<file path="src/source/alu_params.svh">
//--------------------------------------------------------------------------
// Word width and saturation limits of the 16-bit fixed-point ALU
// Flag and saturation logic assume a 16-bit word, so width is not tunable
//--------------------------------------------------------------------------
`ifndef ALU_PARAMS_SVH
`define ALU_PARAMS_SVH

`define ALU_DATA_WIDTH 16

// Saturation limits, two's complement
`define ALU_SAT_POS 16'h7FFF
`define ALU_SAT_NEG 16'h8000

// Operand registers after reset, PASS of x gives 0001
`define ALU_RESET_X 16'h0001
`define ALU_RESET_Y 16'h0000

`endif
</file>
<file path="src/source/alu_data_pkg.sv">
//--------------------------------------------------------------------------
// Data types: word, operand pair, unit result and status flags
//--------------------------------------------------------------------------
`include "alu_params.svh"

package alu_data_pkg;

    typedef logic [`ALU_DATA_WIDTH-1:0] alu_word_t;

    typedef struct packed {
        alu_word_t x;
        alu_word_t y;
    } alu_operands_t;

    // What each unit hands to the result mux
    typedef struct packed {
        alu_word_t data;
        logic      av;    // Overflow
        logic      ac;    // Carry out
    } alu_unit_result_t;

    typedef struct packed {
        logic az;    // Zero
        logic an;    // Negative
        logic ac;    // Carry
        logic av;    // Overflow
        logic as;    // Sign of x for ABS
    } alu_flags_t;

endpackage

</file>
<file path="src/source/alu_ctrl_pkg.sv">
//--------------------------------------------------------------------------
// Control types: opcode, result group and latched control word
//--------------------------------------------------------------------------
package alu_ctrl_pkg;

    // Opcode, encoded 0 to 15 in this order
    typedef enum logic [3:0] {
        OP_ADD    = 4'd0,
        OP_SUB    = 4'd1,
        OP_ADD_CI = 4'd2,
        OP_SUB_CI = 4'd3,
        OP_AVG    = 4'd4,
        OP_NEG    = 4'd5,
        OP_COMP   = 4'd6,
        OP_MIN    = 4'd7,
        OP_MAX    = 4'd8,
        OP_CLIP   = 4'd9,
        OP_AND    = 4'd10,
        OP_OR     = 4'd11,
        OP_XOR    = 4'd12,
        OP_NOT    = 4'd13,
        OP_PASS   = 4'd14,
        OP_ABS    = 4'd15
    } alu_op_e;

    // Unit that owns the result
    typedef enum logic [1:0] {
        GRP_ADDER   = 2'd0,
        GRP_COMPARE = 2'd1,
        GRP_LOGIC   = 2'd2
    } alu_group_e;

    typedef struct packed {
        alu_op_e op;
        logic    sat;    // Saturate on overflow
        logic    ci;     // Carry in for ADD_CI / SUB_CI
    } alu_ctrl_t;

endpackage

</file>
<file path="src/source/alu_top.sv">
//--------------------------------------------------------------------------
// 16-bit fixed-point ALU, one cycle from enable to result and flags
// No back-pressure; each capture replaces the previous operation
//--------------------------------------------------------------------------
`timescale 1ns/1ps

module alu_top
(
    input  logic                        clk,
    input  logic                        reset,
    input  logic                        alu_en,
    input  alu_ctrl_pkg::alu_ctrl_t     ctrl,
    input  alu_data_pkg::alu_operands_t operands,
    output alu_data_pkg::alu_word_t     result,
    output alu_data_pkg::alu_flags_t    flags,
    output logic                        compd
);

    alu_ctrl_pkg::alu_ctrl_t        ctrl_q;
    alu_data_pkg::alu_operands_t    operands_q;
    logic                           en_q;
    alu_data_pkg::alu_unit_result_t add_res;
    alu_data_pkg::alu_unit_result_t cmp_res;
    alu_data_pkg::alu_unit_result_t logic_res;

    alu_operand_latch u_latch (.clk(clk), .reset(reset), .alu_en(alu_en),
                               .ctrl_in(ctrl), .operands_in(operands),
                               .ctrl_q(ctrl_q), .operands_q(operands_q), .en_q(en_q));

    alu_adder_unit u_adder (.ctrl(ctrl_q), .operands(operands_q), .add_res(add_res));

    alu_compare_unit u_compare (.op(ctrl_q.op), .operands(operands_q), .cmp_res(cmp_res));

    alu_logic_unit u_logic (.ctrl(ctrl_q), .operands(operands_q), .logic_res(logic_res));

    alu_result_mux u_mux (.ctrl(ctrl_q), .operands(operands_q), .en_q(en_q),
                          .add_res(add_res), .cmp_res(cmp_res), .logic_res(logic_res),
                          .result(result), .flags(flags), .compd(compd));

endmodule

</file>
<file path="src/source/alu_result_mux.sv">
//--------------------------------------------------------------------------
// Result select by opcode group, flag generation and compare-done strobe
// Purely combinational, outputs follow the latched operation
//--------------------------------------------------------------------------
`timescale 1ns/1ps

module alu_result_mux
(
    input  alu_ctrl_pkg::alu_ctrl_t        ctrl,
    input  alu_data_pkg::alu_operands_t    operands,
    input  logic                           en_q,
    input  alu_data_pkg::alu_unit_result_t add_res,
    input  alu_data_pkg::alu_unit_result_t cmp_res,
    input  alu_data_pkg::alu_unit_result_t logic_res,
    output alu_data_pkg::alu_word_t        result,
    output alu_data_pkg::alu_flags_t       flags,
    output logic                           compd
);

    alu_ctrl_pkg::alu_group_e       grp;
    alu_data_pkg::alu_unit_result_t sel;

    //----------------------------------------------------------------------
    // Opcode to group
    //----------------------------------------------------------------------
    always_comb
    begin
        case (ctrl.op)
            alu_ctrl_pkg::OP_ADD, alu_ctrl_pkg::OP_SUB,
            alu_ctrl_pkg::OP_ADD_CI, alu_ctrl_pkg::OP_SUB_CI,
            alu_ctrl_pkg::OP_AVG, alu_ctrl_pkg::OP_NEG:
                grp = alu_ctrl_pkg::GRP_ADDER;
            alu_ctrl_pkg::OP_COMP, alu_ctrl_pkg::OP_MIN,
            alu_ctrl_pkg::OP_MAX, alu_ctrl_pkg::OP_CLIP:
                grp = alu_ctrl_pkg::GRP_COMPARE;
            default:
                grp = alu_ctrl_pkg::GRP_LOGIC;    // Logic ops and ABS
        endcase
    end

    always_comb
    begin
        case (grp)
            alu_ctrl_pkg::GRP_ADDER:   sel = add_res;
            alu_ctrl_pkg::GRP_COMPARE: sel = cmp_res;
            default:                   sel = logic_res;
        endcase
    end

    assign result   = sel.data;
    assign flags.az = (sel.data == 16'h0000);
    assign flags.an = sel.data[15];
    assign flags.ac = sel.ac;
    assign flags.av = sel.av;
    assign flags.as = (ctrl.op == alu_ctrl_pkg::OP_ABS) && operands.x[15];

    // One cycle per capture of a COMP
    assign compd = en_q && (ctrl.op == alu_ctrl_pkg::OP_COMP);

    always_comb
    begin
        a_carry_adder_only : assert final (grp == alu_ctrl_pkg::GRP_ADDER || !flags.ac)
            else $error("Carry flag set outside the adder group");
    end

endmodule

</file>
<file path="src/source/alu_logic_unit.sv">
//--------------------------------------------------------------------------
// Bitwise operations, PASS and ABS; only ABS of 8000 sets overflow
//--------------------------------------------------------------------------
`timescale 1ns/1ps
`include "alu_params.svh"

module alu_logic_unit
(
    input  alu_ctrl_pkg::alu_ctrl_t        ctrl,
    input  alu_data_pkg::alu_operands_t    operands,
    output alu_data_pkg::alu_unit_result_t logic_res
);

    logic                    x_min_neg;    // x is 8000
    alu_data_pkg::alu_word_t abs_x;

    assign x_min_neg = (operands.x == `ALU_SAT_NEG);
    assign abs_x     = operands.x[15] ? (~operands.x + 16'd1) : operands.x;

    always_comb
    begin
        logic_res.ac = 1'b0;
        logic_res.av = 1'b0;
        case (ctrl.op)
            alu_ctrl_pkg::OP_AND:
                logic_res.data = operands.x & operands.y;
            alu_ctrl_pkg::OP_OR:
                logic_res.data = operands.x | operands.y;
            alu_ctrl_pkg::OP_XOR:
                logic_res.data = operands.x ^ operands.y;
            alu_ctrl_pkg::OP_NOT:
                logic_res.data = ~operands.x;
            alu_ctrl_pkg::OP_ABS:
            begin
                logic_res.av = x_min_neg;
                // |8000| does not fit, wraps back to 8000 unless saturating
                if (x_min_neg && ctrl.sat)
                    logic_res.data = `ALU_SAT_POS;
                else
                    logic_res.data = abs_x;
            end
            default:
                logic_res.data = operands.x;    // PASS
        endcase
    end

endmodule

</file>
<file path="src/source/alu_compare_unit.sv">
//--------------------------------------------------------------------------
// Signed compare, MIN, MAX and CLIP; never sets overflow or carry
// CLIP magnitudes are unsigned, so |8000| counts as 8000
//--------------------------------------------------------------------------
`timescale 1ns/1ps

module alu_compare_unit
(
    input  alu_ctrl_pkg::alu_op_e          op,
    input  alu_data_pkg::alu_operands_t    operands,
    output alu_data_pkg::alu_unit_result_t cmp_res
);

    logic                    x_eq;
    logic                    x_gt;    // Signed x > y
    alu_data_pkg::alu_word_t mag_x;
    alu_data_pkg::alu_word_t mag_y;
    alu_data_pkg::alu_word_t clip_val;

    assign x_eq = (operands.x == operands.y);
    assign x_gt = ($signed(operands.x) > $signed(operands.y));

    // Two's-complement magnitudes
    assign mag_x = operands.x[15] ? (~operands.x + 16'd1) : operands.x;
    assign mag_y = operands.y[15] ? (~operands.y + 16'd1) : operands.y;

    // |y| carrying the sign of x
    assign clip_val = operands.x[15] ? (~mag_y + 16'd1) : mag_y;

    always_comb
    begin
        cmp_res.av = 1'b0;
        cmp_res.ac = 1'b0;
        case (op)
            alu_ctrl_pkg::OP_COMP:
            begin
                if (x_eq)
                    cmp_res.data = 16'h0000;
                else
                    cmp_res.data = x_gt ? 16'h0001 : 16'hFFFF;
            end
            alu_ctrl_pkg::OP_MIN:
                cmp_res.data = x_gt ? operands.y : operands.x;
            alu_ctrl_pkg::OP_MAX:
                cmp_res.data = x_gt ? operands.x : operands.y;
            alu_ctrl_pkg::OP_CLIP:
            begin
                if (mag_x <= mag_y)
                    cmp_res.data = operands.x;    // Already in range
                else
                    cmp_res.data = clip_val;
            end
            default:
                cmp_res.data = operands.x;
        endcase
    end

endmodule

</file>
<file path="src/source/alu_adder_unit.sv">
//--------------------------------------------------------------------------
// Shared adder for ADD, SUB, ADD_CI, SUB_CI, AVG and NEG
// AVG never overflows; carry out is bit 16 of the unsigned sum
//--------------------------------------------------------------------------
`timescale 1ns/1ps
`include "alu_params.svh"

module alu_adder_unit
(
    input  alu_ctrl_pkg::alu_ctrl_t            ctrl,
    input  alu_data_pkg::alu_operands_t        operands,
    output alu_data_pkg::alu_unit_result_t     add_res
);

    logic [`ALU_DATA_WIDTH-1:0] a_term;
    logic [`ALU_DATA_WIDTH-1:0] b_term;
    logic                       cin;
    logic [`ALU_DATA_WIDTH:0]   sum_u;    // Unsigned sum with carry
    logic [`ALU_DATA_WIDTH:0]   sum_s;    // Sign-extended sum for AVG
    logic                       ovf;

    // Operand steering
    always_comb
    begin
        a_term = operands.x;
        b_term = operands.y;
        cin    = 1'b0;
        case (ctrl.op)
            alu_ctrl_pkg::OP_SUB:
            begin
                b_term = ~operands.y;
                cin    = 1'b1;
            end
            alu_ctrl_pkg::OP_ADD_CI:
                cin = ctrl.ci;
            alu_ctrl_pkg::OP_SUB_CI:
            begin
                b_term = ~operands.y;
                cin    = ctrl.ci;
            end
            alu_ctrl_pkg::OP_NEG:
            begin
                a_term = '0;
                b_term = ~operands.x;
                cin    = 1'b1;
            end
            default:
                cin = 1'b0;    // ADD, AVG
        endcase
    end

    assign sum_u = {1'b0, a_term} + {1'b0, b_term} + {{`ALU_DATA_WIDTH{1'b0}}, cin};
    assign sum_s = {a_term[15], a_term} + {b_term[15], b_term};

    // Same input signs, different result sign
    assign ovf = (a_term[15] == b_term[15]) && (sum_u[15] != a_term[15]);

    always_comb
    begin
        add_res.ac = sum_u[16];
        if (ctrl.op == alu_ctrl_pkg::OP_AVG)
        begin
            add_res.data = sum_s[16:1];    // Arithmetic halve
            add_res.av   = 1'b0;
        end
        else
        begin
            add_res.av = ovf;
            if (ovf && ctrl.sat)
                add_res.data = a_term[15] ? `ALU_SAT_NEG : `ALU_SAT_POS;
            else
                add_res.data = sum_u[15:0];
        end
    end

    // The halved sum always lies between the two operands
    always_comb
    begin
        a_avg_in_range : assert final (ctrl.op != alu_ctrl_pkg::OP_AVG
            || (($signed(add_res.data) >= $signed(operands.x)
                 || $signed(add_res.data) >= $signed(operands.y))
                && ($signed(add_res.data) <= $signed(operands.x)
                 || $signed(add_res.data) <= $signed(operands.y))))
            else $error("AVG result outside the operand range");
    end

endmodule

</file>
<file path="src/source/alu_operand_latch.sv">
//--------------------------------------------------------------------------
// Execute-stage registers, loaded on alu_en and held otherwise
// Reset leaves PASS of x selected so the result reads 0001
//--------------------------------------------------------------------------
`timescale 1ns/1ps
`include "alu_params.svh"

module alu_operand_latch
(
    input  logic                        clk,
    input  logic                        reset,
    input  logic                        alu_en,
    input  alu_ctrl_pkg::alu_ctrl_t     ctrl_in,
    input  alu_data_pkg::alu_operands_t operands_in,
    output alu_ctrl_pkg::alu_ctrl_t     ctrl_q,
    output alu_data_pkg::alu_operands_t operands_q,
    output logic                        en_q
);

    always_ff @(posedge clk or negedge reset)
    begin
        if (!reset)
        begin
            ctrl_q     <= '{op: alu_ctrl_pkg::OP_PASS, sat: 1'b0, ci: 1'b0};
            operands_q <= '{x: `ALU_RESET_X, y: `ALU_RESET_Y};
            en_q       <= 1'b0;
        end
        else
        begin
            en_q <= alu_en;    // Drives compd in the result cycle
            if (alu_en)
            begin
                ctrl_q     <= ctrl_in;
                operands_q <= operands_in;
            end
        end
    end

    //----------------------------------------------------------------------
    // Checks
    //----------------------------------------------------------------------
    // An X opcode would leave the result group undefined for a whole cycle
    property p_op_known;
        @(posedge clk) disable iff (!reset)
            alu_en |-> !$isunknown(ctrl_in.op);
    endproperty

    a_op_known : assert property (p_op_known)
        else $error("Opcode has unknown bits at capture");

endmodule

</file>
<file path="config.mk">
export PLATFORM = sky130hd
export DESIGN_NAME = alu_top
export DESIGN_NICKNAME = d
export VERILOG_FILES = /design/src/source/alu_data_pkg.sv /design/src/source/alu_ctrl_pkg.sv /design/src/source/alu_top.sv /design/src/source/alu_result_mux.sv /design/src/source/alu_logic_unit.sv /design/src/source/alu_compare_unit.sv /design/src/source/alu_adder_unit.sv /design/src/source/alu_operand_latch.sv
export VERILOG_INCLUDE_DIRS = /design/src /design/src/source
export SDC_FILE = /design/constraint.sdc
export NUM_CORES = 1
export LEC_CHECK = 0
export BUFFER_PORTS_ARGS = -buffer_cell sky130_fd_sc_hd__buf_2
export CAP_MARGIN = 10
export CORE_MARGIN = 4
export CORE_UTILIZATION = 50
export DETAILED_ROUTE_END_ITERATION = 7
export GPL_TIMING_DRIVEN = 0
export PLACE_DENSITY = 0.69
export SKIP_LAST_GASP = 1
export SLEW_MARGIN = 25
export SYNTH_ARGS = -nofsm -noshare
export SYNTH_HDL_FRONTEND = slang
export SYNTH_SLANG_ARGS = --single-unit
</file>
<file path="constraint.sdc">
create_clock -name clk -period 15.2 [get_ports clk]
set_input_delay 0.76 -clock clk [delete_from_list [all_inputs] [get_ports clk]]
set_output_delay 0.76 -clock clk [all_outputs]
set_load 0.01 [all_outputs]
</file>
# Word-level counts from Yosys, hierarchy flattened
# Memories as Yosys holds them, arrays and structs flattened.
# Index checks and enable logic that the tools add are counted.
[totals] inputBits=41 mem_count=1 mem_bits_ro=32 ff_bits=39 out_inout_bits=22
[mem_list] name="(no name shown)" words=16 word_bits=2 rd=1 rd_ports_with_merged_regs=0 write_ports=0 line="alu_result_mux.sv:28" source="case (ctrl.op)"
[classes] muxes=19 eq_ne=19 n_reduce_logical=10 order_cmp=2 bitwise=6 add_sub_neg=6
[ops] operator="two-way mux 16 bit" count=12
[ops] operator="case mux 16 bit (5 select lines)" count=1
[ops] operator="case mux 16 bit (4 select lines)" count=1
[ops] operator="adder 16 x 1 -> 16 bit (second input constant)" count=3
[ops] operator="NOT 16 bit" count=3
[ops] operator="case mux 18 bit (2 select lines)" count=1
[ops] operator="adder 16 x 16 -> 17 bit" count=2
[ops] operator="case mux 16 bit (2 select lines)" count=1
[ops] operator="equality test 4 bit (second input constant)" count=7
[ops] operator="adder 17 x 1 -> 17 bit" count=1
[ops] operator="two-way mux 17 bit" count=1
[ops] operator="AND 16 bit" count=1
[ops] operator="equality test 16 bit" count=1
[ops] operator="equality test 16 bit (second input constant)" count=1
[ops] operator="equality test 4 x 3 -> 1 bit (second input constant)" count=4
[ops] operator="greater-than comparator 16 bit" count=1
[ops] operator="less-or-equal comparator 16 bit" count=1
[ops] operator="logical NOT 16 bit" count=1
[ops] operator="bitwise OR 16 bit" count=1
[ops] operator="bitwise XOR 16 bit" count=1
[ops] operator="equality test 4 x 2 -> 1 bit (second input constant)" count=2
[ops] operator="OR reduction 2 bit" count=3
[ops] operator="logical AND 1 bit" count=5
[ops] operator="equality test 4 x 1 -> 1 bit (second input constant)" count=1
[ops] operator="other kinds (6)" count=6

# Depth between registers and ports, before layout
# Gate-level depths: netlist (run 1).
[logic_depth] depth_word=12 depth_mapped=20 depth_no_buf=17

# Modules after synthesis
# A second synthesis (run 1) with hierarchy kept.
[hier_totals] hier_cells=1195 hier_area_um2=9281.4
[by_module_without_submodules] module="alu_compare_unit" instances=1 cells_each=401 area_per_inst_um2=2849.0
[by_module_without_submodules] module="alu_adder_unit" instances=1 cells_each=279 area_per_inst_um2=1933.1
[by_module_without_submodules] module="alu_logic_unit" instances=1 cells_each=277 area_per_inst_um2=1893.1
[by_module_without_submodules] module="alu_operand_latch" instances=1 cells_each=81 area_per_inst_um2=1522.7
[by_module_without_submodules] module="alu_result_mux" instances=1 cells_each=157 area_per_inst_um2=1083.5

# Least setup slack after synthesis (run 1)
# Ideal clock, no wire load.
[synth_timing] path_type="flip-flop to output port" start="register, netlist name u_latch.ctrl_q[4]" end="output port flags[4] (netlist bit)" setup_slack_ns=9.038 stages_incl_launch_ff=21 path_buffers=7 t_required_ns=14.440 arrival_ns=5.402 path_cell_list="dfstp_2 > clkbuf_1 > clkbuf_1 > clkbuf_1 > buf_1 > or2_2 > clkbuf_1 > clkbuf_1 > o211ai_1 > ha_1 > clkbuf_1 > a21oi_1 > o21ai_0 > o21ai_0 > a211oi_1 > nor2_1 > a21oi_1 > a221oi_1 > o21ai_0 > or4_1 > and4b_1"
[synth_lines] element="end: declaration" line="alu_top.sv:15" source="output alu_data_pkg::alu_flags_t flags,"

==> impl_metrics.yaml, run 1 <==
synthesis:
  syn_nets: 1208
  synth.distinct_cells: 80
  synthTopCellsByCount: "nand2_1 (151), o21ai_0 (105), ha_1 (81), a21oi_1 (80), clkbuf_1 (79)"
  syn_area_per_cell_sq_um: 6.99
  ys_async_sr_fraction_pct: 100
  synth-edff-count: 0
  yosys_warnings: 0
  synth_area_leaders: "ha_1 (13%), dfrtp_1 (12%), nand2_1 (7.5%), o21ai_0 (6.9%), xnor2_1 (6.0%)"
  yosys.area.top_type_share_pct: 13.4
  netlist_area_sq_um: 7570
  yosysMostFrequentCell: "nand2_1"
  synth_flop_cell: "dfrtp_1"
  ys_ff_latch: 39
  yosysTopAreaCell: "ha_1"
  synth_cells: 1083
  synth.yosys.seq_area_share_pct: 13.0
critical_path:
  r2r-end: "u_latch.ctrl_q[3]$_DFFE_PN1P_"
  r2r_start: "u_latch.ctrl_q[3]$_DFFE_PN1P_"
  worst_ep_arrival_time_ns: 7.47
  startpoint_type: "register"
  rr_worst_depth: 5
  end_kind: "output port"
  crit_type: "register to output port"
  ff2ff_setup_slack_ns: 12.52
  crit_required_ns: 14.44
  worst-path-max-fanout: 10
sta:
  slew_viol_final: 0
  fin_crit_sh_pct: 54.1
  tns_ns: 0
  finClkSkew_ns: 0
  period_minus_slack_ns: 8.23
  fmax_mhz: 122
  slew_headroom_pct: 35.7
  worst-slew-pin-transition_ns: 0.951
  rsz0062_at_grt: "false"
  setup_viol_count_final: 0
  finalHoldViolCount: 0
power_and_ir_drop:
  p_per_area_nw_per_um2: 96.5
  vdd_ir_drop_max_uv: 85.4
  total_power_w: 0.000799
  p_leak_nw: 3.39
cts:
  cts_resized: 0
  htree_levels: 2
  clockBufferDepth: 2
  cts_sinks: 39
  post_cts_buffers: 0
  worstSkewPairLatency_ns: 0.28
  cts_tree: "done"
  hold_buffers: 0
  cts_root_buffer: "clkbuf_16"
  numCtsBuffers: 5
  clk_pin_slew_ns: 0.06
floorplanning:
  die_x_microns: 131
  io_pins: 63
  die_area_sq_um: 17200
  start_util_pct: 51.5
  core_sq_um: 14700
  rows: 44
  die_h_microns: 131
global_route:
  antenna_found_initial: 1
  track_usage_pct: 38.4
  grt_max_degree: 40
  grt_pass1_vias: 8014
  grt_overflow_total: 0
  grt_pass1_wl_microns: 49000
cells_and_area:
  nets: 1278
  area_delta_synth_final_pct: 9.40
  nFillCells: 1498
  final_cells: 1338
  multi_input_area_sq_um: 5990
  finish.utilization_pct: 56.4
  final-seq-area_sq_um: 981
  diodes: 0
  drive_gt1_share_pct: 9.62
run_status:
  status: "complete, no violations"
hold_path:
  hp-class: "register to register"
  hold_path_depth: 1
  hold_path_end: "u_latch.ctrl_q[0]$_DFFE_PN0P_"
  hp-start: "u_latch.ctrl_q[0]$_DFFE_PN0P_"
place:
  dp_cells: 1330
  port-buffer-count: 62
  dp_hpwl_microns: 26400
  gp_congestion: 1.07
drt:
  avgViaCountPerCell: 6.74
  dr.pass1.iters: 6
  drc: 0
  drt-total-wl_microns: 33400
  antenna_left: 0
  wire_per_inst_microns: 25.0
  vias: 9024
  dr.first_iter.drc_count: 1497
flow_run:
  drv_cap: 0
routing by layer:
metal	vias to the layer above	wire [microns]	global-route usage, %
li1	4065	-	-
met1	4182	14000	54.2
met2	656	13400	54.8
met3	121	4070	8.27
met4	0	1970	19.7
met5	-	0	0
registers in the layout (all words and copies together) (netlist names):
register / count
u_latch.ctrl_q: 6
u_latch.operands_q: 32
u_latch.en_q: 1
how the worst max path moves through the flow:
stage | from | end | slack [ns]
after CTS | u_latch.ctrl_q[4]$_DFFE_PN1P_ | flags[4] | 7.21
after floorplan | u_latch.ctrl_q[4]$_DFFE_PN1P_ | flags[4] | 9.04
after global placement | u_latch.ctrl_q[4]$_DFFE_PN1P_ | flags[4] | 7.49
after global routing | u_latch.ctrl_q[4]$_DFFE_PN1P_ | flags[4] | 6.55
final | u_latch.ctrl_q[4]$_DFFE_PN1P_ | flags[4] | 6.97
after detailed placement | u_latch.ctrl_q[4]$_DFFE_PN1P_ | flags[4] | 7.52
placed cells by master, fill, tap and decap left out, types with 8 or more instances in the layout:
| master | n |
|---|---|
| nor4_1 | 8 |
| nand4_1 | 13 |
| dfrtp_1 | 35 |
| nor2b_1 | 8 |
| a21oi_1 | 80 |
| o21ai_0 | 105 |
| nor3_1 | 19 |
| o221ai_1 | 15 |
| o211ai_1 | 24 |
| nand3_1 | 17 |
| ha_1 | 81 |
| o22ai_1 | 13 |
| nand2_1 | 151 |
| nand2b_1 | 19 |
| buf_2 | 65 |
| a221oi_1 | 14 |
| xor2_1 | 13 |
| inv_1 | 59 |
| nor2_1 | 71 |
| xnor2_1 | 52 |
| o31ai_1 | 28 |
| a211oi_1 | 12 |
| clkbuf_1 | 79 |
worst max-delay path, cell delays in order (launching register included):
cell and delay [ns]:
dfstp_2 0.55, clkbuf_1 0.43, clkbuf_1 0.43, clkbuf_1 0.44, buf_1 0.47, or2_2 0.20
clkbuf_1 0.29, clkbuf_1 0.41, o211ai_1 0.18, ha_1 0.31, clkbuf_1 0.35, nand4_1 0.28
nor3_1 0.27, o21ai_0 0.28, a211oi_1 0.54, a21oi_1 0.26, nand2_1 0.12, a221oi_1 0.13
nor4b_1 0.62, and4b_1 0.28, and4b_1 0.19, buf_2 0.12
stage by stage:
step,worst slack [ns],instance area (sq um),hold slack (ns)
6_report,6.97,8280,0.511
4_1_cts,7.21,8280,0.516
3_3_place_gp,7.49,8110,0.491
2_1_floorplan,9.04,7570,0.464
3_5_place_dp,7.52,8120,0.504
5_1_grt,6.55,8280,0.530
area by class of cell:
| type | instances | share of cell area (%) |
|---|---|---|
| tap | 184 | 2.78 |
| sequential | 39 | 11.8 |
| clock buffer | 7 | 1.84 |
| clock inverter | 1 | 0.0906 |
| multi-input combinational | 892 | 72.3 |
| timing repair buffer | 63 | 3.81 |
| buffer | 93 | 4.65 |
| inverter | 59 | 2.67 |
power by group:
group | leakage [nW] | internal [W] | switching [W]
registers | 0.465 | 0.000114 | 0.0000163
clock network | 0.0761 | 0.0000697 | 0.0000404
logic | 2.85 | 0.000196 | 0.000362
kinds of logic after synthesis:
group,after synthesis,share of synthesized area [%]
AOI/OAI and AO/OA,363,31.6
xor gates and xnor gates,65,7.52
adders and majority gates,84,14.2
buffers and inverters,152,8.02
DFF,39,13.0
muxes,14,1.98
and+or+nand+nor,366,23.8
Note: power is estimated with default switching activity, not from simulation.
==> inputs of run 2 (changes only) <==
--- a/config.mk
+++ b/config.mk
@@ -12,7 +12,7 @@
 export CORE_UTILIZATION = 50
 export DETAILED_ROUTE_END_ITERATION = 7
 export GPL_TIMING_DRIVEN = 0
-export PLACE_DENSITY = 0.69
+export PLACE_DENSITY = 0.71
 export SKIP_LAST_GASP = 1
 export SLEW_MARGIN = 25
 export SYNTH_ARGS = -nofsm -noshare
==> constraint.sdc (replaced) <==
create_clock -name clk -period 6.6 [get_ports clk]
set_input_delay 0.33 -clock clk [delete_from_list [all_inputs] [get_ports clk]]
set_output_delay 0.33 -clock clk [all_outputs]
set_load 0.01 [all_outputs]
==> impl_metrics.yaml, run 2 (synthesized netlist as in run 1, its figures left out) <==
sta:
  period_minus_slack_ns: 6.55
  fin_crit_sh_pct: 99.2
  finClkSkew_ns: 0
  worst-slew-pin-transition_ns: 1.00
  tns_ns: 0
  setup_ws_ns: 0.0505
  fmax_mhz: 153
  rsz0062_at_grt: "false"
  setup_viol_count_final: 0
  whs_ns: 0.149
  slew_viol_final: 0
  slew_headroom_pct: 32.8
  finalHoldViolCount: 0
critical_path:
  r2r_start: "u_latch.ctrl_q[5]$_DFFE_PN1P_"
  ff2ff_setup_slack_ns: 4.10
  crit_required_ns: 6.27
  crit_type: "register to output port"
  rr_worst_depth: 4
  worst_ep_arrival_time_ns: 6.22
  startpoint_type: "register"
  end_kind: "output port"
  worst-path-max-fanout: 10
  r2r-end: "u_latch.ctrl_q[5]$_DFFE_PN1P_"
global_route:
  grt_util_met1_pct: 53.9
  grt_overflow_total: 0
  grt.met2_usage_pct: 56.2
  grt_max_degree: 40
  track_usage_pct: 38.4
  antenna_found_initial: 0
  grt_pass1_wl_microns: 49100
  grt_pass1_vias: 8035
  grtUsageMet3_pct: 8.67
  grt-busiest-layer: "met2"
floorplanning:
  core_sq_um: 14700
  die_h_microns: 131
  die_area_sq_um: 17200
  rows: 44
  io_pins: 63
  die_x_microns: 131
  start_util_pct: 51.5
cts:
  numCtsBuffers: 5
  clockBufferDepth: 2
  post_cts_buffers: 0
  clk_pin_slew_ns: 0.06
  cts_root_buffer: "clkbuf_16"
  cts_sinks: 39
  worstSkewPairLatency_ns: 0.28
  htree_levels: 2
  cts_tree: "done"
cells_and_area:
  drive_gt1_share_pct: 11.0
  area_delta_synth_final_pct: 9.95
  nFillCells: 1482
  diodes: 0
  nets: 1273
  reg.largest.list: "u_latch.operands_q x32, u_latch.ctrl_q x6, u_latch.en_q x1"
  final-seq-area_sq_um: 981
  finish.utilization_pct: 56.6
  multi_input_area_sq_um: 6030
  largest_reg_flops: 32
  layout_common_cells: "nand2_1 (151), o21ai_0 (104), ha_1 (81), a21oi_1 (78)"
  regMostFlops: "u_latch.operands_q"
  final_common_cell: "nand2_1"
drt:
  dr.pass1.iters: 5
  vias: 9048
  drc: 0
  avgViaCountPerCell: 6.79
  wire_per_inst_microns: 25.0
  drt-total-wl_microns: 33300
  dr.first_iter.drc_count: 1523
  antenna_left: 0
power_and_ir_drop:
  total_power_w: 0.00187
  p_seq_share_pct: 16.4
  vdd_ir_drop_max_uv: 208
  netSwitchingFraction_pct: 51.7
  p_clk_share_pct: 15.1
  p_per_area_nw_per_um2: 225
  p_sw_w: 0.000970
  intPower_w: 0.000905
  p_leak_nw: 3.42
  p_comb_share_pct: 68.5
place:
  gp_congestion: 1.03
  dp_hpwl_microns: 26300
  dp_worst_setup_slack_ns: -0.653
  port-buffer-count: 62
hold_path:
  hp-class: "input pin to async pin"
run_status:
  status: "complete, no violations"
flow_run:
  drv_cap: 0
[run 2: cell count changes in the layout (fill, tap and decap cells not counted), sizes merged]
cell and change:
clkbuf -6, bufinv +1, clkinv +1, clkinvlp -1
[run 2: per-layer routing]
layer	share of wire (%)	up-vias	routed length, microns
li1	-	4062	-
met1	41	4232	13700
met2	41	653	13800
met3	13	101	4280
met4	4.6	0	1540
met5	0	-	0
[run 2: worst max-delay path by stage]
| stage | from | to | slack [ns] | cells after the start |
|---|---|---|---|---|
| 3_3_place_gp | u_latch.ctrl_q[4]$_DFFE_PN1P_ | flags[4] | -0.66 | 21 |
| 5_1_grt | u_latch.ctrl_q[3]$_DFFE_PN1P_ | flags[4] | 0.01 | 19 |
| 3_5_place_dp | u_latch.ctrl_q[4]$_DFFE_PN1P_ | flags[4] | -0.65 | 21 |
| 2_1_floorplan | u_latch.ctrl_q[4]$_DFFE_PN1P_ | flags[4] | 0.87 | 20 |
| 4_1_cts | u_latch.ctrl_q[4]$_DFFE_PN1P_ | flags[4] | 0.04 | 20 |
| 6_report | u_latch.operands_q[12]$_DFFE_PN0P_ | flags[4] | 0.05 | 15 |
[run 2: through the flow]
stage,cell area (sq um),cells
floorplan,7570,1083
global placement,8110,1329
detailed placement,8120,1330
CTS,8310,1337
global route,8320,1333
finish,8320,1333
[run 2: power by group through the flow]
stage	registers [W]	logic [W]	clock network, W
3_3_place_gp	0.000302	0.00122	0
3_5_place_dp	0.000302	0.00123	0
6_report	0.000307	0.00128	0.000284
4_1_cts	0.000300	0.00124	0.000285
2_1_floorplan	0.000285	0.000861	0
5_1_grt	0.000308	0.00138	0.000298
[run 2: repair_timing]
action	4_1_cts	5_1_grt
hold buffers	0	0
gates resized for setup	9	11
hold endpoints to repair	0	0
setup endpoints to repair	13	4
[run 2: area by class of cell]
| class | count | area share, % |
|---|---|---|
| buffer | 88 | 4.51 |
| clock buffer | 6 | 1.67 |
| clock inverter | 2 | 0.421 |
| inverter | 59 | 2.66 |
| multi-input combinational | 892 | 72.4 |
| sequential | 39 | 11.8 |
| tap | 184 | 2.77 |
| timing repair buffer | 63 | 3.79 |
[run 2: critical path, cell delays in order (launching register included)]
cell,delay [ns]
dfrtp_1,0.34
clkbuf_1,0.67
inv_1,0.40
ha_1,0.41
nor4_1,0.62
nand4b_1,0.31
nor4b_1,0.87
nor3_1,0.32
nand2_1,0.24
buf_2,0.26
o21ai_0,0.12
a211oi_1,0.39
o211ai_1,0.19
or4_1,0.43
and4b_1,0.24
buf_2,0.12
